$ cat src/csi2_rx_pkg.sv
`default_nettype none

package csi2_rx_pkg;

  typedef logic [31:0] phy_word_t;
  typedef logic [15:0] byte_cnt_t;
  typedef logic [5:0]  data_type_t;

  // Short packet codes
  localparam data_type_t DT_FRAME_START = 6'h00;
  localparam data_type_t DT_FRAME_END   = 6'h01;
  localparam data_type_t DT_LINE_START  = 6'h02;
  localparam data_type_t DT_LINE_END    = 6'h03;
  localparam data_type_t LONG_PKT_MIN   = 6'h10; // At or above means long packet

  typedef struct packed {
    logic        valid;
    phy_word_t   data;
    logic [3:0]  strb;
    logic        last;
    logic        hdr;   // Header beat
  } pkt_beat_t;

  typedef enum logic [1:0] {HDR_OK, HDR_CORRECTED, HDR_FATAL} hdr_status_t;

  // One-cycle event pulses
  typedef struct packed {
    logic frame_start;
    logic frame_end;
    logic long_pkt;
    logic ecc_corrected;
    logic ecc_fatal;
    logic crc_error;
    logic sync_error;
  } rx_event_t;

  typedef struct packed {
    logic        valid;
    phy_word_t   data;
    logic [3:0]  strb;
    logic        last;
    logic        sof;   // First payload beat of a frame
    logic        err;   // CRC failure, last beat only
  } video_beat_t;

  typedef enum logic [1:0] {ST_IDLE, ST_IN_FRAME, ST_IN_PAYLOAD} rx_state_t;

  localparam int REG_AW = 3;
  typedef logic [REG_AW-1:0] reg_addr_t;

  localparam reg_addr_t REG_CTRL      = 3'd0;
  localparam reg_addr_t REG_FRAMES    = 3'd1;
  localparam reg_addr_t REG_LONG_PKTS = 3'd2;
  localparam reg_addr_t REG_ECC_CORR  = 3'd3;
  localparam reg_addr_t REG_ECC_FATAL = 3'd4;
  localparam reg_addr_t REG_CRC_ERR   = 3'd5;
  localparam reg_addr_t REG_SYNC_ERR  = 3'd6;
  localparam reg_addr_t REG_STATUS    = 3'd7;

endpackage

`default_nettype wire
$ cat src/csi2_rx_top.sv
`default_nettype none

module csi2_rx_top
  import csi2_rx_pkg::*;
#(
  parameter int REG_AW = csi2_rx_pkg::REG_AW
)
(
  input  logic              clk_i,
  input  logic              srst_i,
  input  phy_word_t         data_i,
  input  logic              valid_i,
  input  logic              error_i,
  output logic              phy_rst_o,
  output video_beat_t       video_o,
  input  logic              wb_cyc_i,
  input  logic              wb_stb_i,
  input  logic              wb_we_i,
  input  logic [REG_AW-1:0] wb_adr_i,
  input  logic [31:0]       wb_dat_i,
  output logic [31:0]       wb_dat_o,
  output logic              wb_ack_o
);

  pkt_beat_t   beat;
  hdr_status_t hdr_status;
  logic        crc_done;
  logic        crc_ok;
  logic        enable;
  logic        in_frame;
  rx_event_t   events;

  csi2_pkt_framer framer0
  (
    .clk_i        (clk_i),
    .srst_i       (srst_i),
    .data_i       (data_i),
    .valid_i      (valid_i),
    .error_i      (error_i),
    .phy_rst_o    (phy_rst_o),
    .beat_o       (beat),
    .hdr_status_o (hdr_status)
  );

  csi2_payload_crc crc0
  (
    .clk_i      (clk_i),
    .srst_i     (srst_i),
    .beat_i     (beat),
    .crc_done_o (crc_done),
    .crc_ok_o   (crc_ok)
  );

  csi2_rx_ctrl ctrl0
  (
    .clk_i        (clk_i),
    .srst_i       (srst_i),
    .beat_i       (beat),
    .hdr_status_i (hdr_status),
    .crc_done_i   (crc_done),
    .crc_ok_i     (crc_ok),
    .enable_i     (enable),
    .in_frame_o   (in_frame),
    .video_o      (video_o),
    .events_o     (events)
  );

  csi2_wb_regs #(
    .REG_AW (REG_AW)
  ) regs0
  (
    .clk_i      (clk_i),
    .srst_i     (srst_i),
    .wb_cyc_i   (wb_cyc_i),
    .wb_stb_i   (wb_stb_i),
    .wb_we_i    (wb_we_i),
    .wb_adr_i   (wb_adr_i),
    .wb_dat_i   (wb_dat_i),
    .wb_dat_o   (wb_dat_o),
    .wb_ack_o   (wb_ack_o),
    .events_i   (events),
    .in_frame_i (in_frame),
    .enable_o   (enable)
  );

endmodule

`default_nettype wire

$ cat src/csi2_wb_regs.sv
`default_nettype none

module csi2_wb_regs
  import csi2_rx_pkg::*;
#(
  parameter int REG_AW = csi2_rx_pkg::REG_AW
)
(
  input  logic              clk_i,
  input  logic              srst_i,
  input  logic              wb_cyc_i,
  input  logic              wb_stb_i,
  input  logic              wb_we_i,
  input  logic [REG_AW-1:0] wb_adr_i,
  input  logic [31:0]       wb_dat_i,
  output logic [31:0]       wb_dat_o,
  output logic              wb_ack_o,
  input  rx_event_t         events_i,
  input  logic              in_frame_i,
  output logic              enable_o
);

  logic        wb_req;
  logic        clr;
  logic [5:0]  ev;
  logic [15:0] cnt [6];
  logic [31:0] rd_data;

  assign wb_req = wb_cyc_i && wb_stb_i && !wb_ack_o;
  assign clr    = wb_req && wb_we_i && wb_adr_i == REG_AW'(REG_CTRL) && wb_dat_i[1];
  assign ev     = {events_i.sync_error, events_i.crc_error, events_i.ecc_fatal,
                   events_i.ecc_corrected, events_i.long_pkt, events_i.frame_start};

  always_comb
    case (wb_adr_i)
      REG_AW'(REG_CTRL):      rd_data = {31'd0, enable_o};
      REG_AW'(REG_FRAMES):    rd_data = {16'd0, cnt[0]};
      REG_AW'(REG_LONG_PKTS): rd_data = {16'd0, cnt[1]};
      REG_AW'(REG_ECC_CORR):  rd_data = {16'd0, cnt[2]};
      REG_AW'(REG_ECC_FATAL): rd_data = {16'd0, cnt[3]};
      REG_AW'(REG_CRC_ERR):   rd_data = {16'd0, cnt[4]};
      REG_AW'(REG_SYNC_ERR):  rd_data = {16'd0, cnt[5]};
      REG_AW'(REG_STATUS):    rd_data = {31'd0, in_frame_i};
      default:                rd_data = '0;
    endcase

  always_ff @(posedge clk_i)
    if (srst_i)
    begin
      wb_ack_o <= 1'b0;
      wb_dat_o <= '0;
      enable_o <= 1'b1;
    end
    else
    begin
      wb_ack_o <= wb_req;
      if (wb_req)
        wb_dat_o <= rd_data;
      if (wb_req && wb_we_i && wb_adr_i == REG_AW'(REG_CTRL))
        enable_o <= wb_dat_i[0];
    end

  // Saturating event counters
  always_ff @(posedge clk_i)
    for (int i = 0; i < 6; i++)
      if (srst_i || clr)
        cnt[i] <= '0;
      else if (ev[i] && cnt[i] != 16'hFFFF)
        cnt[i] <= cnt[i] + 16'd1;

  // Master drops stb once its access is acked
  a_stb_drop: assert property (@(posedge clk_i) disable iff (srst_i)
    wb_ack_o |=> !wb_stb_i);

endmodule

`default_nettype wire

$ cat src/csi2_rx_ctrl.sv
`default_nettype none

module csi2_rx_ctrl
  import csi2_rx_pkg::*;
(
  input  logic        clk_i,
  input  logic        srst_i,
  input  pkt_beat_t   beat_i,
  input  hdr_status_t hdr_status_i,
  input  logic        crc_done_i,
  input  logic        crc_ok_i,
  input  logic        enable_i,
  output logic        in_frame_o,
  output video_beat_t video_o,
  output rx_event_t   events_o
);

  rx_state_t   state;
  data_type_t  dt;
  logic        hdr_beat;
  logic        pay_beat;
  logic        fwd;       // Current long packet goes to the output
  logic        sof_pend;
  logic        held;
  video_beat_t hold_q;

  assign dt         = data_type_t'(beat_i.data[5:0]);
  assign hdr_beat   = beat_i.valid && beat_i.hdr;
  assign pay_beat   = beat_i.valid && !beat_i.hdr;
  assign in_frame_o = state != ST_IDLE;

  always_ff @(posedge clk_i)
    if (srst_i)
    begin
      state    <= ST_IDLE;
      fwd      <= 1'b0;
      sof_pend <= 1'b0;
      events_o <= '0;
    end
    else
    begin
      events_o               <= '0;
      events_o.ecc_corrected <= hdr_status_i == HDR_CORRECTED;
      events_o.ecc_fatal     <= hdr_status_i == HDR_FATAL;
      events_o.crc_error     <= crc_done_i && !crc_ok_i;
      if (hdr_beat && dt < LONG_PKT_MIN)
        case (dt)
          DT_FRAME_START:
          begin
            events_o.frame_start <= 1'b1;
            events_o.sync_error  <= state != ST_IDLE;
            state                <= ST_IN_FRAME;
            sof_pend             <= 1'b1;
          end
          DT_FRAME_END:
          begin
            events_o.frame_end  <= state != ST_IDLE;
            events_o.sync_error <= state == ST_IDLE;
            state               <= ST_IDLE;
          end
          DT_LINE_START, DT_LINE_END:
            if (state == ST_IN_PAYLOAD)
              state <= ST_IN_FRAME; // Previous payload was cut short
          default: ;
        endcase
      else if (hdr_beat)
      begin
        events_o.long_pkt   <= 1'b1;
        events_o.sync_error <= state == ST_IDLE;
        fwd                 <= enable_i && state != ST_IDLE;
        if (state != ST_IDLE)
          state <= ST_IN_PAYLOAD;
      end
      else if (pay_beat)
      begin
        if (fwd)
          sof_pend <= 1'b0;
        if (beat_i.last && state == ST_IN_PAYLOAD)
          state <= ST_IN_FRAME;
      end
    end

  // Final beat waits here for the CRC result
  always_ff @(posedge clk_i)
    if (pay_beat && beat_i.last)
      hold_q <= '{valid: fwd, data: beat_i.data, strb: beat_i.strb, last: 1'b1,
                  sof: sof_pend && fwd, err: 1'b0};

  always_ff @(posedge clk_i)
    if (srst_i)
    begin
      video_o <= '0;
      held    <= 1'b0;
    end
    else
    begin
      video_o.valid <= 1'b0;
      if (crc_done_i && held)
      begin
        video_o     <= hold_q;
        video_o.err <= !crc_ok_i;
        held        <= 1'b0;
      end
      else if (pay_beat && beat_i.last)
        held <= 1'b1;
      else if (pay_beat)
        video_o <= '{valid: fwd, data: beat_i.data, strb: beat_i.strb, last: 1'b0,
                     sof: sof_pend && fwd, err: 1'b0};
    end

  a_crc_held: assert property (@(posedge clk_i) disable iff (srst_i)
    crc_done_i |-> held);

endmodule

`default_nettype wire

$ cat src/csi2_payload_crc.sv
`default_nettype none

module csi2_payload_crc
  import csi2_rx_pkg::*;
(
  input  logic      clk_i,
  input  logic      srst_i,
  input  pkt_beat_t beat_i,
  output logic      crc_done_o,
  output logic      crc_ok_o
);

  // CRC-16 x16+x12+x5+1, LSB first
  function automatic logic [15:0] crc16_byte(input logic [15:0] crc, input logic [7:0] b);
    logic [15:0] c;
    c = crc ^ {8'h00, b};
    for (int k = 0; k < 8; k++)
      c = c[0] ? ((c >> 1) ^ 16'h8408) : (c >> 1);
    return c;
  endfunction

  logic            long_act;
  logic            pay_beat;
  logic [15:0]     crc_q;
  logic [15:0]     crc_nxt;
  logic [1:0][7:0] dly_q;   // Index 0 holds the older byte
  logic [1:0][7:0] dly_nxt;
  logic [1:0]      fill_q;
  logic [1:0]      fill_nxt;

  assign pay_beat = beat_i.valid && !beat_i.hdr && long_act;

  always_comb
  begin
    crc_nxt  = crc_q;
    dly_nxt  = dly_q;
    fill_nxt = fill_q;
    for (int i = 0; i < 4; i++)
      if (beat_i.strb[i])
      begin
        if (fill_nxt == 2'd2)
        begin
          crc_nxt    = crc16_byte(crc_nxt, dly_nxt[0]);
          dly_nxt[0] = dly_nxt[1];
          dly_nxt[1] = beat_i.data[8*i +: 8];
        end
        else if (fill_nxt == 2'd1)
        begin
          dly_nxt[1] = beat_i.data[8*i +: 8];
          fill_nxt   = 2'd2;
        end
        else
        begin
          dly_nxt[0] = beat_i.data[8*i +: 8];
          fill_nxt   = 2'd1;
        end
      end
  end

  always_ff @(posedge clk_i)
    if (beat_i.valid && beat_i.hdr)
      crc_q <= 16'hFFFF;
    else if (pay_beat)
    begin
      crc_q <= crc_nxt;
      dly_q <= dly_nxt;
    end

  always_ff @(posedge clk_i)
    if (srst_i)
    begin
      long_act   <= 1'b0;
      fill_q     <= '0;
      crc_done_o <= 1'b0;
      crc_ok_o   <= 1'b0;
    end
    else
    begin
      crc_done_o <= 1'b0;
      crc_ok_o   <= 1'b0;
      if (beat_i.valid && beat_i.hdr)
      begin
        long_act <= data_type_t'(beat_i.data[5:0]) >= LONG_PKT_MIN;
        fill_q   <= '0;
      end
      else if (pay_beat)
      begin
        fill_q <= fill_nxt;
        if (beat_i.last)
        begin
          long_act   <= 1'b0;
          crc_done_o <= 1'b1;
          crc_ok_o   <= crc_nxt == 16'(dly_nxt); // Received CRC, low byte first
        end
      end
    end

endmodule

`default_nettype wire

$ cat src/csi2_pkt_framer.sv
`default_nettype none

module csi2_pkt_framer
  import csi2_rx_pkg::*;
(
  input  logic        clk_i,
  input  logic        srst_i,
  input  phy_word_t   data_i,
  input  logic        valid_i,
  input  logic        error_i,
  output logic        phy_rst_o,
  output pkt_beat_t   beat_o,
  output hdr_status_t hdr_status_o
);

  phy_word_t   hdr_fix;
  hdr_status_t hdr_status;
  logic        valid_d1;
  logic        pkt_running;
  logic        header_valid;
  logic        fatal_hdr;
  logic        good_hdr;
  logic        short_pkt;
  logic        long_pkt;
  logic        run_word;
  logic        last_word;
  logic [3:0]  last_strb;
  byte_cnt_t   byte_cnt;
  byte_cnt_t   byte_cnt_nxt;

  csi2_hdr_ecc hdr_ecc0
  (
    .hdr_i    (data_i),
    .hdr_o    (hdr_fix),
    .status_o (hdr_status)
  );

  assign header_valid = valid_i && !valid_d1 && !error_i && !pkt_running;
  assign fatal_hdr    = header_valid && hdr_status == HDR_FATAL;
  assign good_hdr     = header_valid && !fatal_hdr;
  assign long_pkt     = good_hdr && data_type_t'(hdr_fix[5:0]) >= LONG_PKT_MIN;
  assign short_pkt    = good_hdr && data_type_t'(hdr_fix[5:0]) < LONG_PKT_MIN;
  assign run_word     = pkt_running && valid_i;
  assign last_word    = run_word && byte_cnt <= 16'd4;
  assign phy_rst_o    = short_pkt || last_word || error_i || fatal_hdr;

  always_comb
  begin
    byte_cnt_nxt = byte_cnt;
    if (long_pkt)
      byte_cnt_nxt = byte_cnt_t'(hdr_fix[23:8]) + 16'd2; // Payload plus CRC bytes
    else if (run_word)
      byte_cnt_nxt = (byte_cnt < 16'd4) ? 16'd0 : byte_cnt - 16'd4;
  end

  always_comb
    for (int i = 0; i < 4; i++)
      last_strb[i] = byte_cnt > 16'(i);

  always_ff @(posedge clk_i)
    if (srst_i)
    begin
      valid_d1    <= 1'b0;
      pkt_running <= 1'b0;
      byte_cnt    <= '0;
    end
    else
    begin
      valid_d1 <= valid_i;
      byte_cnt <= byte_cnt_nxt;
      if (long_pkt)
        pkt_running <= 1'b1;
      else if (phy_rst_o)
        pkt_running <= 1'b0;
    end

  always_ff @(posedge clk_i)
    if (srst_i)
    begin
      beat_o       <= '0;
      hdr_status_o <= HDR_OK;
    end
    else
    begin
      beat_o.valid <= good_hdr || run_word;
      beat_o.data  <= good_hdr ? hdr_fix : data_i;
      beat_o.strb  <= last_word ? last_strb : 4'hF;
      beat_o.last  <= short_pkt || last_word;
      beat_o.hdr   <= good_hdr;
      hdr_status_o <= header_valid ? hdr_status : HDR_OK; // Fatal shows without a beat
    end

  // Long packet words arrive without gaps unless the PHY flags an error
  a_pkt_contiguous: assert property (@(posedge clk_i) disable iff (srst_i)
    pkt_running && !error_i |-> valid_i);

endmodule

`default_nettype wire

$ cat src/csi2_hdr_ecc.sv
`default_nettype none

module csi2_hdr_ecc
  import csi2_rx_pkg::*;
(
  input  phy_word_t   hdr_i,
  output phy_word_t   hdr_o,
  output hdr_status_t status_o
);

  // Syndrome column of each header data bit, bit 5 is P5
  localparam logic [5:0] ECC_COL [24] = '{
    6'h07, 6'h0B, 6'h0D, 6'h0E, 6'h13, 6'h15, 6'h16, 6'h19,
    6'h1A, 6'h1C, 6'h23, 6'h25, 6'h26, 6'h29, 6'h2A, 6'h2C,
    6'h31, 6'h32, 6'h34, 6'h38, 6'h1F, 6'h2F, 6'h37, 6'h3B
  };

  logic [5:0] calc_ecc;
  logic [5:0] syndrome;
  logic       hit;

  always_comb
  begin
    calc_ecc = '0;
    for (int i = 0; i < 24; i++)
      if (hdr_i[i])
        calc_ecc = calc_ecc ^ ECC_COL[i];
  end

  assign syndrome = calc_ecc ^ hdr_i[29:24];

  always_comb
  begin
    hdr_o    = hdr_i;
    status_o = HDR_OK;
    hit      = 1'b0;
    if (syndrome != 6'd0)
    begin
      // Error in a data bit
      for (int i = 0; i < 24; i++)
        if (syndrome == ECC_COL[i])
        begin
          hdr_o[i] = ~hdr_i[i];
          hit      = 1'b1;
        end
      // Error in the ECC field itself
      for (int j = 0; j < 6; j++)
        if (syndrome == 6'(1 << j))
        begin
          hdr_o[24 + j] = ~hdr_i[24 + j];
          hit           = 1'b1;
        end
      status_o = hit ? HDR_CORRECTED : HDR_FATAL;
    end
  end

endmodule

`default_nettype wire

$ cat config.mk
export PLATFORM = sky130hd
export DESIGN_NAME = csi2_rx_top
export DESIGN_NICKNAME = d
export VERILOG_FILES = /design/src/csi2_rx_pkg.sv /design/src/csi2_rx_top.sv /design/src/csi2_wb_regs.sv /design/src/csi2_rx_ctrl.sv /design/src/csi2_payload_crc.sv /design/src/csi2_pkt_framer.sv /design/src/csi2_hdr_ecc.sv
export SDC_FILE = /design/constraint.sdc
export NUM_CORES = 1
export LEC_CHECK = 0
export BUFFER_PORTS_ARGS = -buffer_cell sky130_fd_sc_hd__clkbuf_2
export CAP_MARGIN = 25
export CORE_ASPECT_RATIO = 2
export CORE_MARGIN = 2
export CORE_UTILIZATION = 57
export CTS_BUF_LIST = sky130_fd_sc_hd__clkbuf_4
export CTS_CLUSTER_SIZE = 10
export DETAILED_ROUTE_END_ITERATION = 16
export PLACE_DENSITY = 0.8
export SETUP_SLACK_MARGIN = 0.05
export SYNTH_ARGS = -nofsm -noshare
export SYNTH_HDL_FRONTEND = slang
export SYNTH_SLANG_ARGS = --single-unit
$ cat constraint.sdc
create_clock -name clk_i -period 5.3 [get_ports clk_i]
set_clock_uncertainty 0.2 [all_clocks]
set_input_delay 0.795 -clock clk_i [delete_from_list [all_inputs] [get_ports clk_i]]
set_output_delay 0.795 -clock clk_i [all_outputs]
set_load 0.005 [all_outputs]
==> flow_metrics.env <==
export IMPL_tightest_slew_ns=0.989
export IMPL_critPathMaxFanout=12
export IMPL_slew_violations=0
export IMPL_hold_violations=0
export IMPL_pre_cts_ws_ns=0.115
export IMPL_numPortBuffers=101
export IMPL_drive_above_1_share=0.203
export IMPL_overflow=0
export IMPL_numCtsBuffers=73
export IMPL_rsz0062_at_grt="true"
export IMPL_synthArstFlopShare=0
export IMPL_postPlaceCellArea_um2=21300
export IMPL_ys_ff_latch=299
export IMPL_power_switching_mw=4.14
export IMPL_finalCriticalPeriod_ns=5.15
export IMPL_dieWidth_um=135
export IMPL_seqPwrFrac=0.278
export IMPL_p_int_mw=6.12
export IMPL_wl_um=64900
export IMPL_dr_total_vias=17800
export IMPL_timing_fmax_mhz=194
export IMPL_drtIter0Drc=1135
export IMPL_synth_top_cell_area_share=0.232
export IMPL_core_um2=33600
export IMPL_min_period_over_period=0.972
export IMPL_synth_common_cells="nor2_1 (338), nand2_1 (258), xnor2_1 (167)"
export IMPL_hold_path_depth=2
export IMPL_htreeDepth=3
export IMPL_die_h_um=265
export IMPL_root_buffer="clkbuf_4"
export IMPL_drc=0
export IMPL_first_pass_iters=6
export IMPL_area_delta_synth_final_pct=16.3
export IMPL_hold_class="in -> reg"
export IMPL_drv_cap=0
export IMPL_yosys_warnings=0
export IMPL_nets=2541
export IMPL_reg2reg_from="framer0.beat_o[2]$_SDFF_PP0_"
export IMPL_crit_path_end_kind="flip-flop"
export IMPL_grt_pass1_wl_um=97700
export IMPL_viasPerCell=6.03
export IMPL_antenna_found_initial=2
export IMPL_cts_sinks=299
export IMPL_die_area_um2=35700
export IMPL_cts_reportedPaths_clkPinSlew_ns=0.07
export IMPL_combPwrFrac=0.520
export IMPL_syn_mean_instance_area_um2=8.79
export IMPL_status="finished clean"
export IMPL_synth_distinct_cells=86
export IMPL_row_count=95
export IMPL_cts_buffer_depth=3
export IMPL_path_cells="and2_2 -> mux2i_1 -> xor3_2 -> buf_4 -> mux2i_1 -> a31oi_1 -> a211o_1 -> and3_1 -> o31a_2 -> xnor2_4 -> xnor2_1 -> and3_1 -> a211oi_1 -> buf_4 -> o211ai_1 -> nor4_2"
export IMPL_synth_most_common_cell="nor2_1"
export IMPL_ioPinCount=148
export IMPL_relSlewSlack=0.339
export IMPL_grt_usage=0.362
export IMPL_nFillCells=2784
export IMPL_synth_top_area_cell="edfxtp_1"
export IMPL_syn_cell_area_um2=19400
export IMPL_ant_nets=0
export IMPL_p_leak_nw=8.76
export IMPL_post_route_util=0.671
export IMPL_worst_ep_arrival_time_ns=5.62
export IMPL_crit_start="framer0.beat_o[2]$_SDFF_PP0_"
export IMPL_synth_edff_count=150
export IMPL_hold_worst_slack_ns=0.0515
export IMPL_slowest_stage="dfxtp_1"
export IMPL_worst_r2r_cell_count=16
export IMPL_ir_drop_mv=0.265
export IMPL_setup_viol=0
export IMPL_crit_type="reg -> reg"
export IMPL_finalSetupTns_ns=0
export IMPL_cts_tree="done"
export IMPL_synth_area_leaders="edfxtp_1 (23%), dfxtp_1 (15%), xnor2_1 (7.5%)"
export IMPL_synthCells=2209
export IMPL_synth_flop_cell="edfxtp_1"
export IMPL_cp_start_kind="flip-flop"
export IMPL_clk_latency_ns=0.78
export IMPL_hold_start="data_i[31]"
export IMPL_p_clk_frac=0.202
export IMPL_grt_max_degree=83
export IMPL_start_util=0.577
export IMPL_r2r_setup_slack_ns=0.15
export IMPL_ys_seq_area_frac=0.386
export IMPL_gp_congestion=1.04
export IMPL_p_per_area_nw_per_um2=454
export IMPL_fin_ws_ns=0.149
export IMPL_cp_required_ns=5.77
export IMPL_fin_area_um2=22600
export IMPL_wl_per_cell_um=22.0
export IMPL_sw_frac_of_total=0.404
export IMPL_cp_slowest_stage_delay_ns=0.60
export IMPL_grt_pass1_vias=17700
export IMPL_dp_hpwl_um=49500
==> metrics by stage <==
stage | cells | power (mW)
6_report | 2951 | 10.3
5_1_grt | 2951 | 10.8
4_1_cts | 2942 | 10.1
3_5_place_dp | 2806 | 7.98
3_3_place_gp | 2806 | 7.94
2_1_floorplan | 2224 | 6.09
==> area by class of cell <==
cell class / instances / area, um^2 / share of cell area
multi-input combinational: 1746 / 11400 / 0.505
clock buffer: 109 / 818 / 0.0362
sequential: 299 / 7490 / 0.332
timing repair buffer: 283 / 1950 / 0.0865
inverter: 48 / 180 / 0.00798
clock inverter: 25 / 171 / 0.00759
antenna: 5 / 12.5 / 0.000554
tap: 436 / 546 / 0.0242
==> routing by layer <==
metal | wire, um | global-route usage | up-vias
met1 | 21100 | 0.352 | 8354
li1 | - | - | 8340
met5 | 0 | 0 | -
met3 | 3240 | 0.0530 | 308
met2 | 33800 | 0.650 | 802
met4 | 6740 | 0.325 | 0
==> worst paths after layout <==
check	endpoint
min	framer0.beat_o[37]$_SDFF_PP0_
max reg2reg	crc0.crc_ok_o$_SDFF_PP0_
min reg2reg	ctrl0.events_o[2]$_SDFF_PP0_
max	crc0.crc_ok_o$_SDFF_PP0_
==> kinds of logic after synthesis <==
family	Yosys count	share of synthesized area
other	1	0.000193
adder cells (fa/ha/maj)	16	0.0103
buffers and inverters	179	0.0391
multiplexers	77	0.0448
AO/OA/AOI/OAI	436	0.149
flip-flops	299	0.386
AND/OR/NAND/NOR	902	0.210
XOR/XNOR	299	0.161
==> worst max-delay path: cells and delay by family (launching register included) <==
kind | cells | cell delay (ns)
DFF | 1 | 0.60
buffers and inverters | 2 | 0.34
xor gates and xnor gates | 3 | 1.04
muxes | 2 | 0.55
and+or+nand+nor | 4 | 1.03
AOI/OAI and AO/OA | 5 | 1.29
==> placed cells by master, fill, tap and decap left out, types with 13 or more instances in the layout <==
| cell type | count |
|---|---|
| mux2_2 | 20 |
| a211oi_1 | 29 |
| mux2i_1 | 45 |
| xnor2_2 | 14 |
| buf_4 | 175 |
| a311oi_1 | 40 |
| a31oi_1 | 13 |
| xor2_1 | 90 |
| a22o_1 | 14 |
| and3_1 | 28 |
| o211ai_1 | 25 |
| or3_1 | 21 |
| ha_1 | 13 |
| clkbuf_4 | 109 |
| clkbuf_2 | 100 |
| nor3_1 | 39 |
| inv_1 | 47 |
| a22oi_1 | 13 |
| xnor2_1 | 161 |
| a221oi_1 | 14 |
| nor2b_1 | 16 |
| o21ai_0 | 73 |
| o22ai_1 | 15 |
| nor2_1 | 337 |
| dfxtp_1 | 148 |
| o21a_1 | 14 |
| nand2_1 | 256 |
| clkinv_1 | 14 |
| nand3_1 | 90 |
| a21oi_1 | 114 |
| nand4_1 | 21 |
| conb_1 | 16 |
| and2_1 | 25 |
| xnor3_1 | 20 |
| edfxtp_1 | 150 |
==> power groups by stage <==
stage	registers [mW]	logic [mW]	clock network, mW
2_1_floorplan	2.81	3.29	0
3_3_place_gp	2.88	5.05	0
3_5_place_dp	2.89	5.09	0
4_1_cts	2.84	5.13	2.11
5_1_grt	2.87	5.70	2.20
6_report	2.85	5.34	2.07
==> sequential cells by signal (all words and copies together) (netlist names), 2 cells and up <==
register	count
framer0.byte_cnt	16
crc0.fill_q	2
ctrl0.video_o	40
ctrl0.hold_q	38
regs0.wb_dat_o	16
framer0.beat_o	39
ctrl0.state	2
framer0.hdr_status_o	2
regs0.cnt	96
crc0.crc_q	16
crc0.dly_q	16
ctrl0.events_o	6
==> repair_timing <==
action	CTS	global route
buffers inserted	0	3
gates resized for setup	0	47
endpoints found under the hold margin	2	0
hold buffers	2	0
endpoints found under the setup margin	0	9
(Power assumes the default switching activity.)
